===== src/rtl/params_pkg.sv =====
// widths, forwarding and kind codes, instruction, retire, redirect, memory and hazard structs
package params_pkg;

  localparam int XLEN       = 32;
  localparam int REG_ADDR_W = 5;
  localparam int TAG_W      = 8;
  localparam int IMM_W      = 12;

  // ==========================================================
  // encodings
  // ==========================================================
  typedef enum logic [2:0] {
    NO_FORWARD_SEL         = 3'd0,
    FORWARD_SEL_MEM_RESULT = 3'd1,
    FORWARD_SEL_WB_RESULT  = 3'd2
  } fwd_sel_t;

  typedef enum logic [1:0] {
    KIND_ALU    = 2'd0,
    KIND_LOAD   = 2'd1,
    KIND_BRANCH = 2'd2,
    KIND_JUMP   = 2'd3
  } inst_kind_t;

  // ==========================================================
  // pre-decoded instruction and pipeline outputs
  // ==========================================================
  typedef struct packed {
    logic                  valid;
    logic [TAG_W-1:0]      tag;
    inst_kind_t            kind;
    logic                  use_imm;
    logic [REG_ADDR_W-1:0] rd;
    logic [REG_ADDR_W-1:0] rs1;
    logic [REG_ADDR_W-1:0] rs2;
    logic [IMM_W-1:0]      imm;
    logic                  predict_taken;
    logic                  actual_taken;
    logic                  trap;
    // branch/jump target, or handler tag when trap is set
    logic [TAG_W-1:0]      target;
  } inst_t;

  typedef struct packed {
    logic                  valid;
    logic [TAG_W-1:0]      tag;
    logic                  trap;
    logic                  writes_rd;
    logic [REG_ADDR_W-1:0] rd;
    logic [XLEN-1:0]       wdata;
  } retire_t;

  typedef struct packed {
    logic             valid;
    logic [TAG_W-1:0] target;
  } redirect_t;

  typedef struct packed {
    logic            valid;
    logic [XLEN-1:0] addr;
  } mem_req_t;

  typedef struct packed {
    logic            valid;
    logic [XLEN-1:0] data;
  } mem_rsp_t;

  // ==========================================================
  // hazard unit interface
  // ==========================================================
  typedef struct packed {
    logic     if_id_stall;
    logic     id_ex_stall;
    logic     ex_mem_stall;
    logic     mem_wb_stall;
    logic     if_id_flush;
    logic     id_ex_flush;
    logic     ex_mem_flush;
    logic     mem_wb_flush;
    logic     id_fwd_a;
    logic     id_fwd_b;
    fwd_sel_t ex_fwd_a;
    fwd_sel_t ex_fwd_b;
  } hazard_ctrl_t;

  typedef struct packed {
    logic [REG_ADDR_W-1:0] id_rs1;
    logic [REG_ADDR_W-1:0] id_rs2;
    logic [REG_ADDR_W-1:0] ex_rs1;
    logic [REG_ADDR_W-1:0] ex_rs2;
    logic [REG_ADDR_W-1:0] ex_rd;
    logic [REG_ADDR_W-1:0] mem_rd;
    logic [REG_ADDR_W-1:0] wb_rd;
    logic                  mem_rd_write;
    logic                  wb_rd_write;
    logic                  ex_mem_read;
    logic                  mem_is_branch;
    logic                  mem_jump_taken;
    logic                  mem_mispredict;
    logic                  id_predict_taken;
    logic                  ex_trap;
    logic                  mem_trap;
    logic                  wb_trap;
  } stage_info_t;

endpackage


===== src/rtl/hazard_unit.sv =====
// hazard unit: operand forwarding select, load-use and memory stalls, per-register flushes
`timescale 1ns/1ps

module hazard_unit (
  input  params_pkg::stage_info_t  stage_i,
  input  logic                     mem_req_i,
  input  logic                     mem_done_i,
  output params_pkg::hazard_ctrl_t ctrl_o
);
  import params_pkg::*;

  logic     id_wb_rs1_match;
  logic     id_wb_rs2_match;
  logic     id_ex_rs1_match;
  logic     id_ex_rs2_match;
  logic     ex_mem_rs1_match;
  logic     ex_mem_rs2_match;
  logic     ex_wb_rs1_match;
  logic     ex_wb_rs2_match;
  logic     load_use_stall;
  logic     mem_req_stall;
  logic     jump_flush;
  logic     mispredict_flush;
  logic     any_trap;
  logic     if_id_stall;
  logic     id_ex_stall;
  logic     ex_mem_stall;
  logic     mem_wb_stall;
  fwd_sel_t ex_fwd_a;
  fwd_sel_t ex_fwd_b;

  // register matches, x0 never matches
  assign id_wb_rs1_match  = (stage_i.id_rs1 == stage_i.wb_rd) && |stage_i.id_rs1;
  assign id_wb_rs2_match  = (stage_i.id_rs2 == stage_i.wb_rd) && |stage_i.id_rs2;
  assign id_ex_rs1_match  = (stage_i.id_rs1 == stage_i.ex_rd) && |stage_i.id_rs1;
  assign id_ex_rs2_match  = (stage_i.id_rs2 == stage_i.ex_rd) && |stage_i.id_rs2;
  assign ex_mem_rs1_match = (stage_i.ex_rs1 == stage_i.mem_rd) && |stage_i.ex_rs1;
  assign ex_mem_rs2_match = (stage_i.ex_rs2 == stage_i.mem_rd) && |stage_i.ex_rs2;
  assign ex_wb_rs1_match  = (stage_i.ex_rs1 == stage_i.wb_rd) && |stage_i.ex_rs1;
  assign ex_wb_rs2_match  = (stage_i.ex_rs2 == stage_i.wb_rd) && |stage_i.ex_rs2;

  // ==========================================================
  // stalls
  // ==========================================================
  // load in EX feeding the instruction in ID, hold ID one cycle
  assign load_use_stall = stage_i.ex_mem_read && (id_ex_rs1_match || id_ex_rs2_match);

  // load in MEM still waiting for its response
  assign mem_req_stall = mem_req_i && !mem_done_i;

  // chain runs backward from MEM/WB
  assign mem_wb_stall = mem_req_stall;
  assign ex_mem_stall = mem_req_stall || mem_wb_stall;
  assign id_ex_stall  = ex_mem_stall;
  assign if_id_stall  = load_use_stall || id_ex_stall;

  // ==========================================================
  // forwarding
  // ==========================================================
  // MEM is younger than WB so it takes priority
  always_comb begin
    if (ex_mem_rs1_match && stage_i.mem_rd_write) begin
      ex_fwd_a = FORWARD_SEL_MEM_RESULT;
    end else if (ex_wb_rs1_match && stage_i.wb_rd_write) begin
      ex_fwd_a = FORWARD_SEL_WB_RESULT;
    end else begin
      ex_fwd_a = NO_FORWARD_SEL;
    end

    if (ex_mem_rs2_match && stage_i.mem_rd_write) begin
      ex_fwd_b = FORWARD_SEL_MEM_RESULT;
    end else if (ex_wb_rs2_match && stage_i.wb_rd_write) begin
      ex_fwd_b = FORWARD_SEL_WB_RESULT;
    end else begin
      ex_fwd_b = NO_FORWARD_SEL;
    end
  end

  // ID only sees WB, the regfile write lands at the end of the cycle
  assign ctrl_o.id_fwd_a = id_wb_rs1_match && stage_i.wb_rd_write;
  assign ctrl_o.id_fwd_b = id_wb_rs2_match && stage_i.wb_rd_write;
  assign ctrl_o.ex_fwd_a = ex_fwd_a;
  assign ctrl_o.ex_fwd_b = ex_fwd_b;

  // ==========================================================
  // flushes
  // ==========================================================
  assign mispredict_flush = stage_i.mem_mispredict;
  assign jump_flush       = stage_i.mem_jump_taken && !stage_i.mem_is_branch;
  assign any_trap         = stage_i.ex_trap || stage_i.mem_trap || stage_i.wb_trap;

  // predicted-taken flush only when the branch itself moves on,
  // otherwise the held branch would be lost
  assign ctrl_o.if_id_flush = mispredict_flush
                           || jump_flush
                           || (stage_i.id_predict_taken && !id_ex_stall && !if_id_stall)
                           || any_trap;

  assign ctrl_o.id_ex_flush = mispredict_flush
                           || jump_flush
                           || stage_i.mem_trap
                           || stage_i.wb_trap;

  // a stalled EX/MEM keeps its contents on redirect
  assign ctrl_o.ex_mem_flush = (mispredict_flush && !mem_wb_stall)
                            || (jump_flush && !mem_wb_stall)
                            || stage_i.mem_trap
                            || stage_i.wb_trap;

  // trap at commit kills whatever follows it in MEM
  assign ctrl_o.mem_wb_flush = stage_i.wb_trap;

  assign ctrl_o.if_id_stall  = if_id_stall;
  assign ctrl_o.id_ex_stall  = id_ex_stall;
  assign ctrl_o.ex_mem_stall = ex_mem_stall;
  assign ctrl_o.mem_wb_stall = mem_wb_stall;

endmodule


===== src/rtl/regfile.sv =====
// register file: 32 x 32-bit, two asynchronous read ports, one synchronous write port
`timescale 1ns/1ps

module regfile (
  input  logic                                clk_i,
  input  logic                                reset_i,
  input  logic [params_pkg::REG_ADDR_W-1:0]   rs1_addr_i,
  input  logic [params_pkg::REG_ADDR_W-1:0]   rs2_addr_i,
  output logic [params_pkg::XLEN-1:0]         rs1_data_o,
  output logic [params_pkg::XLEN-1:0]         rs2_data_o,
  input  logic                                we_i,
  input  logic [params_pkg::REG_ADDR_W-1:0]   wr_addr_i,
  input  logic [params_pkg::XLEN-1:0]         wr_data_i
);
  import params_pkg::*;

  logic [XLEN-1:0] regs_q [2**REG_ADDR_W];

  // x0 reads as zero whatever the array holds
  assign rs1_data_o = (rs1_addr_i == '0) ? '0 : regs_q[rs1_addr_i];
  assign rs2_data_o = (rs2_addr_i == '0) ? '0 : regs_q[rs2_addr_i];

  // no bypass, a same-cycle write is covered by the ID forward
  always_ff @(posedge clk_i) begin
    if (reset_i) begin
      for (int i = 0; i < 2**REG_ADDR_W; i++) begin
        regs_q[i] <= '0;
      end
    end else if (we_i && (wr_addr_i != '0)) begin
      regs_q[wr_addr_i] <= wr_data_i;
    end
  end

endmodule


===== src/rtl/load_port.sv =====
// load port: credit counter and single-request sequencing for the load in MEM
`timescale 1ns/1ps

module load_port #(
  parameter int LOAD_CREDITS = 2
) (
  input  logic                        clk_i,
  input  logic                        reset_i,
  input  logic                        load_pending_i,
  input  logic [params_pkg::XLEN-1:0] addr_i,
  output params_pkg::mem_req_t        mem_req_o,
  input  params_pkg::mem_rsp_t        mem_rsp_i,
  input  logic                        credit_ret_i,
  output logic                        mem_busy_o,
  output logic                        mem_done_o,
  output logic [params_pkg::XLEN-1:0] load_data_o
);
  import params_pkg::*;

  localparam int CNT_W = $clog2(LOAD_CREDITS + 1);

  logic [CNT_W-1:0] credits_q;
  logic             issued_q;
  logic             req_fire;

  // one request per load, only with a credit in hand
  assign req_fire = load_pending_i && !issued_q && (credits_q != '0);

  assign mem_req_o.valid = req_fire;
  assign mem_req_o.addr  = addr_i;

  // responses are in order, so the first one after issue belongs to this load
  assign mem_busy_o  = load_pending_i;
  assign mem_done_o  = issued_q && mem_rsp_i.valid;
  assign load_data_o = mem_rsp_i.data;

  always_ff @(posedge clk_i) begin
    if (reset_i) begin
      credits_q <= CNT_W'(LOAD_CREDITS);
    end else begin
      credits_q <= credits_q - CNT_W'(req_fire) + CNT_W'(credit_ret_i);
    end
  end

  // issued flag covers the wait between request and response
  always_ff @(posedge clk_i) begin
    if (reset_i) begin
      issued_q <= 1'b0;
    end else if (mem_done_o) begin
      issued_q <= 1'b0;
    end else if (req_fire) begin
      issued_q <= 1'b1;
    end
  end

endmodule


===== src/rtl/pipe_datapath.sv =====
// pipeline datapath: stage registers, forwarding muxes, adder, redirect and retire generation
`timescale 1ns/1ps

module pipe_datapath (
  input  logic                              clk_i,
  input  logic                              reset_i,
  input  params_pkg::inst_t                 inst_i,
  output logic                              inst_hold_o,
  input  params_pkg::hazard_ctrl_t          ctrl_i,
  output params_pkg::stage_info_t           stage_o,
  output logic [params_pkg::REG_ADDR_W-1:0] rf_rs1_addr_o,
  output logic [params_pkg::REG_ADDR_W-1:0] rf_rs2_addr_o,
  input  logic [params_pkg::XLEN-1:0]       rf_rs1_data_i,
  input  logic [params_pkg::XLEN-1:0]       rf_rs2_data_i,
  output logic                              rf_we_o,
  output logic [params_pkg::REG_ADDR_W-1:0] rf_wr_addr_o,
  output logic [params_pkg::XLEN-1:0]       rf_wr_data_o,
  output logic                              load_pending_o,
  output logic [params_pkg::XLEN-1:0]       load_addr_o,
  input  logic [params_pkg::XLEN-1:0]       load_data_i,
  output params_pkg::redirect_t             redirect_o,
  output params_pkg::retire_t               retire_o
);
  import params_pkg::*;

  typedef struct packed {
    inst_t           inst;
    logic [XLEN-1:0] op_a;
    logic [XLEN-1:0] op_b;
  } ex_stage_t;

  typedef struct packed {
    inst_t           inst;
    logic [XLEN-1:0] result;
  } res_stage_t;

  inst_t           if_id_q;
  ex_stage_t       id_ex_q;
  res_stage_t      ex_mem_q;
  res_stage_t      mem_wb_q;
  logic [XLEN-1:0] id_a;
  logic [XLEN-1:0] id_b;
  logic [XLEN-1:0] ex_a;
  logic [XLEN-1:0] ex_b;
  logic [XLEN-1:0] ex_imm;
  logic [XLEN-1:0] ex_sum;
  logic [XLEN-1:0] mem_result;
  logic [XLEN-1:0] wb_result;
  logic            id_predict;
  logic            mem_live;
  logic            mem_branch;
  logic            mem_mispredict;
  logic            mem_jump;

  // only adds and loads write rd, a trapping instruction writes nothing
  function automatic logic writes_rd(inst_t i);
    return i.valid && !i.trap && ((i.kind == KIND_ALU) || (i.kind == KIND_LOAD));
  endfunction

  function automatic logic [XLEN-1:0] fwd_mux(fwd_sel_t sel, logic [XLEN-1:0] own,
                                              logic [XLEN-1:0] mem_v, logic [XLEN-1:0] wb_v);
    case (sel)
      FORWARD_SEL_MEM_RESULT: return mem_v;
      FORWARD_SEL_WB_RESULT:  return wb_v;
      default:                return own;
    endcase
  endfunction

  // ==========================================================
  // IF/ID and decode
  // ==========================================================
  always_ff @(posedge clk_i) begin
    if (reset_i || ctrl_i.if_id_flush) begin
      if_id_q.valid <= 1'b0;
    end else if (!ctrl_i.if_id_stall) begin
      if_id_q <= inst_i;
    end
  end

  assign rf_rs1_addr_o = if_id_q.rs1;
  assign rf_rs2_addr_o = if_id_q.rs2;
  assign id_a = ctrl_i.id_fwd_a ? wb_result : rf_rs1_data_i;
  assign id_b = ctrl_i.id_fwd_b ? wb_result : rf_rs2_data_i;
  assign id_predict = if_id_q.valid && !if_id_q.trap && (if_id_q.kind == KIND_BRANCH)
                   && if_id_q.predict_taken;

  // ==========================================================
  // ID/EX and execute
  // ==========================================================
  always_ff @(posedge clk_i) begin
    if (reset_i || ctrl_i.id_ex_flush) begin
      id_ex_q.inst.valid <= 1'b0;
    end else if (ctrl_i.id_ex_stall) begin
      // held operands pick up forwards before the producer leaves WB
      id_ex_q.op_a <= ex_a;
      id_ex_q.op_b <= ex_b;
    end else if (ctrl_i.if_id_stall) begin
      // ID held but EX moves on, so a bubble goes in
      id_ex_q.inst.valid <= 1'b0;
    end else begin
      id_ex_q.inst <= if_id_q;
      id_ex_q.op_a <= id_a;
      id_ex_q.op_b <= id_b;
    end
  end

  assign ex_a   = fwd_mux(ctrl_i.ex_fwd_a, id_ex_q.op_a, mem_result, wb_result);
  assign ex_b   = fwd_mux(ctrl_i.ex_fwd_b, id_ex_q.op_b, mem_result, wb_result);
  assign ex_imm = {{(XLEN-IMM_W){id_ex_q.inst.imm[IMM_W-1]}}, id_ex_q.inst.imm};

  // loads always add the offset to rs1
  assign ex_sum = ex_a + ((id_ex_q.inst.use_imm || (id_ex_q.inst.kind == KIND_LOAD))
                          ? ex_imm : ex_b);

  // ==========================================================
  // EX/MEM and memory
  // ==========================================================
  always_ff @(posedge clk_i) begin
    if (reset_i || ctrl_i.ex_mem_flush) begin
      ex_mem_q.inst.valid <= 1'b0;
    end else if (!ctrl_i.ex_mem_stall) begin
      ex_mem_q.inst   <= id_ex_q.inst;
      ex_mem_q.result <= ex_sum;
    end
  end

  assign mem_live       = ex_mem_q.inst.valid && !ex_mem_q.inst.trap;
  assign load_pending_o = mem_live && (ex_mem_q.inst.kind == KIND_LOAD);
  assign load_addr_o    = ex_mem_q.result;
  assign mem_result     = (ex_mem_q.inst.kind == KIND_LOAD) ? load_data_i : ex_mem_q.result;

  // branch outcome resolves here
  assign mem_branch     = mem_live && (ex_mem_q.inst.kind == KIND_BRANCH);
  assign mem_mispredict = mem_branch
                       && (ex_mem_q.inst.predict_taken != ex_mem_q.inst.actual_taken);
  assign mem_jump       = mem_live && (ex_mem_q.inst.kind == KIND_JUMP);

  // ==========================================================
  // MEM/WB and writeback
  // ==========================================================
  // a waiting load sends a bubble to WB so nothing retires twice
  always_ff @(posedge clk_i) begin
    if (reset_i || ctrl_i.mem_wb_flush || ctrl_i.mem_wb_stall) begin
      mem_wb_q.inst.valid <= 1'b0;
    end else begin
      mem_wb_q.inst   <= ex_mem_q.inst;
      mem_wb_q.result <= mem_result;
    end
  end

  assign wb_result    = mem_wb_q.result;
  assign rf_we_o      = writes_rd(mem_wb_q.inst);
  assign rf_wr_addr_o = mem_wb_q.inst.rd;
  assign rf_wr_data_o = wb_result;

  assign retire_o.valid     = mem_wb_q.inst.valid;
  assign retire_o.tag       = mem_wb_q.inst.tag;
  assign retire_o.trap      = mem_wb_q.inst.trap;
  assign retire_o.writes_rd = rf_we_o && (mem_wb_q.inst.rd != '0);
  assign retire_o.rd        = mem_wb_q.inst.rd;
  assign retire_o.wdata     = wb_result;

  // ==========================================================
  // redirect, oldest stage first
  // ==========================================================
  always_comb begin
    redirect_o = '0;
    if (stage_o.wb_trap) begin
      redirect_o.valid  = 1'b1;
      redirect_o.target = mem_wb_q.inst.target;
    end else if (mem_mispredict) begin
      // not-taken resumes at the next sequential tag
      redirect_o.valid  = 1'b1;
      redirect_o.target = ex_mem_q.inst.actual_taken ? ex_mem_q.inst.target
                                                     : ex_mem_q.inst.tag + TAG_W'(1);
    end else if (mem_jump) begin
      redirect_o.valid  = 1'b1;
      redirect_o.target = ex_mem_q.inst.target;
    end else if (id_predict && !ctrl_i.if_id_stall && !stage_o.ex_trap && !stage_o.mem_trap) begin
      redirect_o.valid  = 1'b1;
      redirect_o.target = if_id_q.target;
    end
  end

  // every redirect flushes IF/ID, so the source may move on
  assign inst_hold_o = ctrl_i.if_id_stall && !redirect_o.valid;

  // ==========================================================
  // stage status for the hazard unit
  // ==========================================================
  assign stage_o.id_rs1           = if_id_q.valid ? if_id_q.rs1 : '0;
  assign stage_o.id_rs2           = if_id_q.valid ? if_id_q.rs2 : '0;
  assign stage_o.ex_rs1           = id_ex_q.inst.rs1;
  assign stage_o.ex_rs2           = id_ex_q.inst.rs2;
  assign stage_o.ex_rd            = id_ex_q.inst.rd;
  assign stage_o.mem_rd           = ex_mem_q.inst.rd;
  assign stage_o.wb_rd            = mem_wb_q.inst.rd;
  assign stage_o.mem_rd_write     = writes_rd(ex_mem_q.inst);
  assign stage_o.wb_rd_write      = rf_we_o;
  assign stage_o.ex_mem_read      = id_ex_q.inst.valid && !id_ex_q.inst.trap
                                 && (id_ex_q.inst.kind == KIND_LOAD);
  assign stage_o.mem_is_branch    = mem_branch;
  assign stage_o.mem_jump_taken   = mem_jump || (mem_branch && ex_mem_q.inst.actual_taken);
  assign stage_o.mem_mispredict   = mem_mispredict;
  assign stage_o.id_predict_taken = id_predict;
  assign stage_o.ex_trap          = id_ex_q.inst.valid && id_ex_q.inst.trap;
  assign stage_o.mem_trap         = ex_mem_q.inst.valid && ex_mem_q.inst.trap;
  assign stage_o.wb_trap          = mem_wb_q.inst.valid && mem_wb_q.inst.trap;

endmodule


===== src/rtl/pipe_top.sv =====
// pipeline top: datapath, hazard unit, register file and load port
`timescale 1ns/1ps

module pipe_top #(
  parameter int LOAD_CREDITS = 2
) (
  input  logic                  clk_i,
  input  logic                  reset_i,
  input  params_pkg::inst_t     inst_i,
  output logic                  inst_hold_o,
  output params_pkg::redirect_t redirect_o,
  output params_pkg::mem_req_t  mem_req_o,
  input  params_pkg::mem_rsp_t  mem_rsp_i,
  input  logic                  credit_ret_i,
  output params_pkg::retire_t   retire_o
);
  import params_pkg::*;

  hazard_ctrl_t          ctrl;
  stage_info_t           stage;
  logic [REG_ADDR_W-1:0] rf_rs1_addr;
  logic [REG_ADDR_W-1:0] rf_rs2_addr;
  logic [XLEN-1:0]       rf_rs1_data;
  logic [XLEN-1:0]       rf_rs2_data;
  logic                  rf_we;
  logic [REG_ADDR_W-1:0] rf_wr_addr;
  logic [XLEN-1:0]       rf_wr_data;
  logic                  load_pending;
  logic [XLEN-1:0]       load_addr;
  logic [XLEN-1:0]       load_data;
  logic                  mem_busy;
  logic                  mem_done;

  pipe_datapath u_datapath (
    .clk_i          (clk_i),
    .reset_i        (reset_i),
    .inst_i         (inst_i),
    .inst_hold_o    (inst_hold_o),
    .ctrl_i         (ctrl),
    .stage_o        (stage),
    .rf_rs1_addr_o  (rf_rs1_addr),
    .rf_rs2_addr_o  (rf_rs2_addr),
    .rf_rs1_data_i  (rf_rs1_data),
    .rf_rs2_data_i  (rf_rs2_data),
    .rf_we_o        (rf_we),
    .rf_wr_addr_o   (rf_wr_addr),
    .rf_wr_data_o   (rf_wr_data),
    .load_pending_o (load_pending),
    .load_addr_o    (load_addr),
    .load_data_i    (load_data),
    .redirect_o     (redirect_o),
    .retire_o       (retire_o)
  );

  hazard_unit u_hazard (
    .stage_i    (stage),
    .mem_req_i  (mem_busy),
    .mem_done_i (mem_done),
    .ctrl_o     (ctrl)
  );

  regfile u_regfile (
    .clk_i      (clk_i),
    .reset_i    (reset_i),
    .rs1_addr_i (rf_rs1_addr),
    .rs2_addr_i (rf_rs2_addr),
    .rs1_data_o (rf_rs1_data),
    .rs2_data_o (rf_rs2_data),
    .we_i       (rf_we),
    .wr_addr_i  (rf_wr_addr),
    .wr_data_i  (rf_wr_data)
  );

  load_port #(
    .LOAD_CREDITS (LOAD_CREDITS)
  ) u_load_port (
    .clk_i          (clk_i),
    .reset_i        (reset_i),
    .load_pending_i (load_pending),
    .addr_i         (load_addr),
    .mem_req_o      (mem_req_o),
    .mem_rsp_i      (mem_rsp_i),
    .credit_ret_i   (credit_ret_i),
    .mem_busy_o     (mem_busy),
    .mem_done_o     (mem_done),
    .load_data_o    (load_data)
  );

endmodule


===== config.mk =====
export PLATFORM = sky130hd
export DESIGN_NAME = pipe_top
export DESIGN_NICKNAME = d
export VERILOG_FILES = /design/src/rtl/params_pkg.sv /design/src/rtl/hazard_unit.sv /design/src/rtl/regfile.sv /design/src/rtl/load_port.sv /design/src/rtl/pipe_datapath.sv /design/src/rtl/pipe_top.sv
export SDC_FILE = /design/constraint.sdc
export NUM_CORES = 2
export LEC_CHECK = 0
export ABC_AREA = 1
export ABC_CLOCK_PERIOD_IN_PS = 4250
export BUFFER_PORTS_ARGS = -buffer_cell sky130_fd_sc_hd__buf_2
export CAP_MARGIN = 20
export CORE_ASPECT_RATIO = 1.5
export CORE_UTILIZATION = 57
export DETAILED_ROUTE_END_ITERATION = 16
export PLACE_DENSITY_LB_ADDON = 0.25
export SLEW_MARGIN = 40
export SYNTH_ARGS = -nofsm -noshare
export SYNTH_HDL_FRONTEND = slang
export SYNTH_SLANG_ARGS = --single-unit

===== constraint.sdc =====
create_clock -name clk_i -period 4.25 [get_ports clk_i]
set_clock_uncertainty 0.15 [all_clocks]
set_input_delay 0.425 -clock clk_i [delete_from_list [all_inputs] [get_ports clk_i]]
set_output_delay 0.425 -clock clk_i [all_outputs]
set_load 0.005 [all_outputs]

* Word-level counts from Yosys, hierarchy flattened
Memory sizes are Yosys's and may differ from the RTL's. A register that Yosys moved wholly into a read port is not among the register bits.
Cells that the tools add are included.
** Storage, ports and cells
- Bits in registers :: 283
- Output and inout bits :: 91
- RAM bits :: 1024
- Logic and storage cells :: 201
- Input port bits :: 86
- Memories kept :: 1
** Memory list
- u_regfile.regs_q :: words 32, width 32, rd ports 2, clocked after Yosys merged registers in 2, wr ports 32, line regfile.sv:17 : logic [XLEN-1:0] regs_q [2**REG_ADDR_W];
** Cells by class
- Muxes and demuxes :: 32
- Reductions and logical operators :: 95
- Add/subtract/negate cells :: 4
- Equality and inequality tests :: 20
- Bitwise logic cells :: 5
** Operators with widths (number)
- $mux 32 :: 7
- $mux 64 :: 2
- $pmux 32 s2 :: 2
- $logic_and 1x1->1 :: 46
- $eq 5x5->1 :: 8
- $mux 9 :: 4
- $add 32x32->32 :: 1
- $reduce_or 32->1 :: 1
- $mux 5 :: 5
- $logic_or 1x1->1 :: 21
- $reduce_or 5->1 :: 4
- $logic_not 1->1 :: 12
- $logic_not 5->1 :: 2
- $add 8x1->8 const B :: 1
- $mux 8 :: 1
- $mux 1 :: 7
- $eq 2x1->1 const B :: 3
- $eq 2x2->1 const B :: 3
- $eq 3x1->1 const B :: 2
- $eq 3x2->1 const B :: 2
- $mux 2 :: 3
- $reduce_and 2->1 :: 3
- $not 1->1 :: 5
- $reduce_bool 5->1 :: 1
- 9 further kinds :: 10

* Logic depth before layout (Yosys ltp)
- Depth in word-level cells :: 16
- Mapped depth :: 25
- Depth with buffers taken out :: 23

* By module
From an unflattened synthesis, not the netlist that was laid out.
** Second synthesis, totals
- Cell total of the unflattened synthesis :: 9240
- Area, all modules :: 73842.1 um2
** Modules (own cells, without submodules)
- regfile :: area each 56525.5 um2, cells each 7252, times used 1, seq. area each 30749.5 um2
- pipe_datapath :: area each 15896.5 um2, cells each 1754, times used 1, seq. area each 8338.0 um2
- hazard_unit :: area each 753.2 um2, cells each 142, times used 1, seq. area each 0.0 um2
- load_port :: area each 666.9 um2, cells each 92, times used 1, seq. area each 60.1 um2

* Least setup slack after synthesis
No wires, ideal clock.
- Path type :: flip-flop to flip-flop
- Start :: register u_datapath.ex_mem_q[71] (netlist bit)
- End :: register u_datapath.ex_mem_q[32] (netlist bit) (enable)
- Stages on the path, launching flop included :: 7
- Path buffers :: 1
- Arrival :: 3595 ps
- Data required time :: 3626 ps
- Clock period less this slack :: 4219 ps
- Library setup time :: 474 ps
- Path slack :: 31 ps
- Path through :: edfxtp_1 nand2_2 nor2_1 nand2_1 clkinv_1 clkbuf_1 nor2_1
** On the way
- Word-level cells in the longest chain between the ends :: 12
- Elaborated cells on any way between the ends :: 22
- Classes of those cells :: eq/ne (3); bitwise (2); reduce/logical (17)
** Ends and longest elaborated chain
- start, declared :: line pipe_datapath.sv:39 : res_stage_t ex_mem_q;
- $eq 2x2->1 :: line pipe_datapath.sv:133 : assign mem_branch = mem_live && (ex_mem_q.inst.kind == KIND_BRANCH);
- $logic_and 1x1->1 :: line pipe_datapath.sv:133
- $logic_and 1x1->1 :: line pipe_datapath.sv:203 : assign stage_o.mem_jump_taken = mem_jump || (mem_branch && ex_mem_q.inst.actual_taken);
- $logic_or 1x1->1 :: line pipe_datapath.sv:203
- $logic_and 1x1->1 :: line hazard_unit.sv:89 : assign jump_flush = stage_i.mem_jump_taken && !stage_i.mem_is_branch;
- $logic_and 1x1->1 :: line hazard_unit.sv:106 : || (jump_flush && !mem_wb_stall)
- $logic_or 1x1->1 :: line hazard_unit.sv:106
- $logic_or 1x1->1 :: line hazard_unit.sv:107 : || stage_i.mem_trap
- $logic_or 1x1->1 :: line hazard_unit.sv:108 : || stage_i.wb_trap;
- $logic_or 1x1->1 :: line pipe_datapath.sv:119 : if (reset_i || ctrl_i.ex_mem_flush) begin
- $not 1->1 (no line)
- $reduce_and 2->1 (no line) *
Mark *: on every way between the ends. The rest lies on a longest branch, timed or not.
A chain may end at the register's enable or synchronous reset.

* Worst setup path after layout
- Start :: register u_datapath.mem_wb_q (netlist bit u_datapath.rf_wr_addr_o[1])
- End :: register u_datapath.ex_mem_q (netlist bit u_datapath.load_addr_o[27]), data pin
** On the way
- Word-level cells in the longest chain between the ends :: 9
- Elaborated cells on any way between the ends :: 18
- Classes of those cells :: add/sub (1); eq/ne (6); mux (7); reduce/logical (4)
** Ends and longest elaborated chain
- start, declared :: line pipe_datapath.sv:40 : res_stage_t mem_wb_q;
- $eq 5x5->1 :: line hazard_unit.sv:40 : assign ex_wb_rs2_match = (stage_i.ex_rs2 == stage_i.wb_rd) && |stage_i.ex_rs2;
- $logic_and 1x1->1 :: line hazard_unit.sv:40
- $logic_and 1x1->1 :: line hazard_unit.sv:72 : end else if (ex_wb_rs2_match && stage_i.wb_rd_write) begin
- $mux 2 :: line hazard_unit.sv:72
- $mux 3 :: line hazard_unit.sv:70 : if (ex_mem_rs2_match && stage_i.mem_rd_write) begin
- $eq 3x2->1 / $eq 3x1->1 (equally long branches) :: line pipe_datapath.sv:62 : case (sel)
- $pmux 32 s2 :: line pipe_datapath.sv:62
- $mux 32 :: line pipe_datapath.sv:113 : ? ex_imm : ex_b);
- $add 32x32->32 * :: line pipe_datapath.sv:112 : assign ex_sum = ex_a + ((id_ex_q.inst.use_imm || (id_ex_q.inst.kind == KIND_LOAD))
- named net u_datapath.ex_sum[27] :: line pipe_datapath.sv:46 : logic [XLEN-1:0] ex_sum;
The timed path passes the listed nets; every way through them passes the cells marked *.

==> impl_metrics.yaml <==
cells_and_area:
  syn2layout_area_growth_pct: 9.72
  fin_util_pct: 62.9
  fin_nets: 8148
  final_common_cell: "edfxtp_1"
  fill_cells: 10273
  final_area_sq_um: 78600
  final_cell_mix: "edfxtp_1, nor2_1, nand2_1"
  drive_gt1_share_pct: 9.40
worst_setup_path:
  slowest_delay_ps: 480
  critPathCaptureType: "flip-flop"
  cp-start-kind: "flip-flop"
  critPathMaxFanout: 30
  cp.arrival_ps: 4350
  crit_type: "flip-flop to flip-flop"
  cp.required_ps: 4600
  crit_path_cell_trace: "inv_2 > nand2_1 > nand2_1 > nor2_1 > nand2_1 > nor2_2 > inv_2 > a21oi_2 > buf_12 > nand2_1 > o221ai_1 > inv_1 > ha_1 > a21oi_1 > o21ai_0 > a21oi_1 > buf_4 > o21bai_1 > nand4_1 > nand2_1 > xor2_1"
  cp_slowest_cell: "edfxtp_1"
  worst_path_most_repeated_cell: "nand2_1"
global_routing:
  antenna_found_initial: 11
  track_usage_pct: 36.7
  overflow: 0
  grt_pass1_vias: 59713
  grt_pass1_wl_mm: 354
  grt_max_degree: 139
die:
  rows: 159
  die_w_um: 291
  die_y_um: 436
  ioPinCount: 177
  core-area_sq_um: 125000
  start_util_pct: 57.4
  die_area_sq_um: 127000
sta:
  fin_hold_ws_ps: 43.0
  fin_tns_setup_ps: 0
  grt_setup_unrepaired: "false"
  post-route-period-util_pct: 94.1
  slew_headroom_pct: 39.3
  setup_viol: 0
  finalWorstSetupSlack_ps: 251
  timing.final.crit_period_ps: 4000
  hold_viol_final: 0
  slew_viol_final: 0
  tightestPinTransition_ps: 910
  fmax_mhz: 250
clocking:
  ctsRootBufferMaster: "clkbuf_16"
  clock_sinks: 1316
  clk_pin_slew_ps: 70
  htreeDepth: 3
  clk_latency_ps: 760
  cts_buffer_depth: 3
  cts_tree: "yes"
  cts_buffers: 119
placed_design:
  io_buffers: 176
  placed_area_sq_um: 73800
  dpl.hpwl_mm: 152
  place_congestion: 0.953
  post-place-ws_ps: -34.5
pwr:
  leakagePower_nw: 31.3
  powerDensity_nw_per_um2: 436
  ir_drop_mv: 0.415
min_path:
  hold_path_class: "input pin to flip-flop"
status:
  outcome: "completed"
synth:
  synth-edff-count: 1299
  ys_seq_elements: 1316
  ys_async_sr_fraction_pct: 0
  synth_top_cell_by_area: "edfxtp_1"
  synth-adder-area-share_pct: 0.622
  synth_top_family_by_area: "simple AND/OR/NAND/NOR gates"
  synth-compound-area-share_pct: 14.6
  synth.area.top_cells: "edfxtp_1, nand3_1, nor2_1"
  syn-cell-area_sq_um: 71700
  ys_seq_area_share_pct: 54.9
  synth_xor_area_share_pct: 0.599
  netlist.area_leader.share_pct: 54.4
  yosys_warnings: 0
  ys_types: 44
  synthMuxAreaShare_pct: 0
  synthSimpleGateAreaFrac_pct: 19.8
  postSynthCellCount: 8089
  postSynthAreaPerCell_sq_um: 8.86
  synth_ff_type: "edfxtp_1"
detailed_routing:
  viasPerCell: 6.42
  wire_per_inst_um: 24.6
  vias: 62512
  dr.first_iter.drc_count: 9210
  detail-route-antenna-nets: 0
  dr.pass1.iters: 6
  drc_errors: 0
  wl_mm: 239
flow_run:
  timing.max_cap.violations: 0
cells by family after synthesis:
| logic type | Yosys count |
|---|---|
| adder cells (fa/ha/maj) | 35 |
| flip-flops | 1316 |
| buffers and inverters | 1535 |
| AO/OA/AOI/OAI | 1780 |
| other | 1 |
| XOR/XNOR | 49 |
| AND/OR/NAND/NOR | 3373 |
sequential cells by signal, indices dropped and copies added (netlist names), named ones only:
register and flops:
u_datapath.ex_imm 12, u_datapath.ex_mem_q 22, u_datapath.id_ex_q 87, u_datapath.if_id_q 40, u_datapath.load_addr_o 32, u_datapath.mem_wb_q 9, u_datapath.retire_o 10, u_datapath.rf_rs1_addr_o 5
u_datapath.rf_rs2_addr_o 5, u_datapath.rf_wr_addr_o 5, u_datapath.rf_wr_data_o 32, u_datapath.stage_o 20, u_load_port.credits_q 2, u_load_port.issued_q 1, u_regfile.regs_q 1024
metal layers:
layer / wire length, um / global-route usage (%) / part of all wire (%)
met5: 76 / 0 / 0.032
met2: 115000 / 61.9 / 48
met4: 13600 / 19.9 / 5.7
met1: 82700 / 44.1 / 35
met3: 27800 / 7.35 / 12
layout make-up:
type                            count  area (sq um)  area share (%)
Antenna cell                        4          10.0          0.0127
Timing Repair Buffer              568          4680            5.96
Clock inverter                     73           772           0.982
Tap cell                         1610          2010            2.56
Inverter                          753          2840            3.61
Sequential cell                  1316         39400            50.1
Clock buffer                      146          3130            3.98
Multi-Input combinational cell   5269         25800            32.8
synthesized netlist by cell type (3+ instances only):
library cell	n
buf_6	48
a21boi_0	4
or2_2	22
dfxtp_1	17
ha_1	34
nor2_2	3
nor2_1	1123
nor3_1	14
a31oi_1	13
o211ai_1	533
nand3b_1	6
xnor2_1	14
edfxtp_1	1299
nand2_1	1115
nor3_2	4
nand4_1	15
o21bai_1	4
o21ai_0	547
a21o_1	5
inv_2	15
xor2_1	35
a21oi_1	587
buf_2	222
clkbuf_1	330
inv_1	736
o21ai_1	47
nand3_1	1065
buf_1	76
o221ai_1	33
buf_4	105
worst max-delay path, delay by kind of cell, from the launching register on:
family / cells / cell delay [ps]
compound gates: 6 / 1120
xor+xnor: 1 / 150
fa+ha+maj: 1 / 360
buf+inv: 5 / 650
flops: 1 / 480
simple gates: 8 / 850
where the power goes:
part           leakage, nW  switching [mW]  internal, mW  total [mW]
clock                 1.89            4.97          6.18        11.2
combinational         15.9            5.23          2.26        7.50
sequential            13.5           0.518          15.1        15.6
total                 31.3            10.7          23.5        34.3
repair_timing:
| action | in CTS | in global routing |
|---|---|---|
| hold buffers | 85 | 0 |
| pin swaps | 0 | 1 |
| hold endpoints to repair | 94 | 0 |
| buffers inserted | 0 | 1 |
| endpoints found under the setup margin | 1 | 15 |
| resized for setup | 1 | 12 |
path summary, 6_finish.rpt:
check / startpoint / slack, ps / cells past startpoint / end
worst max register to register: u_datapath.rf_wr_addr_o[1] / 250 / 21 / u_datapath.load_addr_o[27]
worst max-delay path: u_datapath.rf_wr_addr_o[1] / 250 / 21 / u_datapath.load_addr_o[27]
worst min-delay path: mem_rsp_i[29] / 40 / 3 / u_datapath.rf_wr_data_o[29]
worst min register to register: u_datapath.if_id_q[33] / 270 / 0 / u_datapath.stage_o[20]
through the flow:
step / power, mW / instances
finish: 34.3 / 9739
global route: 35.3 / 9735
CTS: 34.0 / 9734
detailed placement: 23.0 / 9430
global placement: 22.9 / 9430
floorplan: 20.4 / 8120
Power figures use the tool's default switching activity.
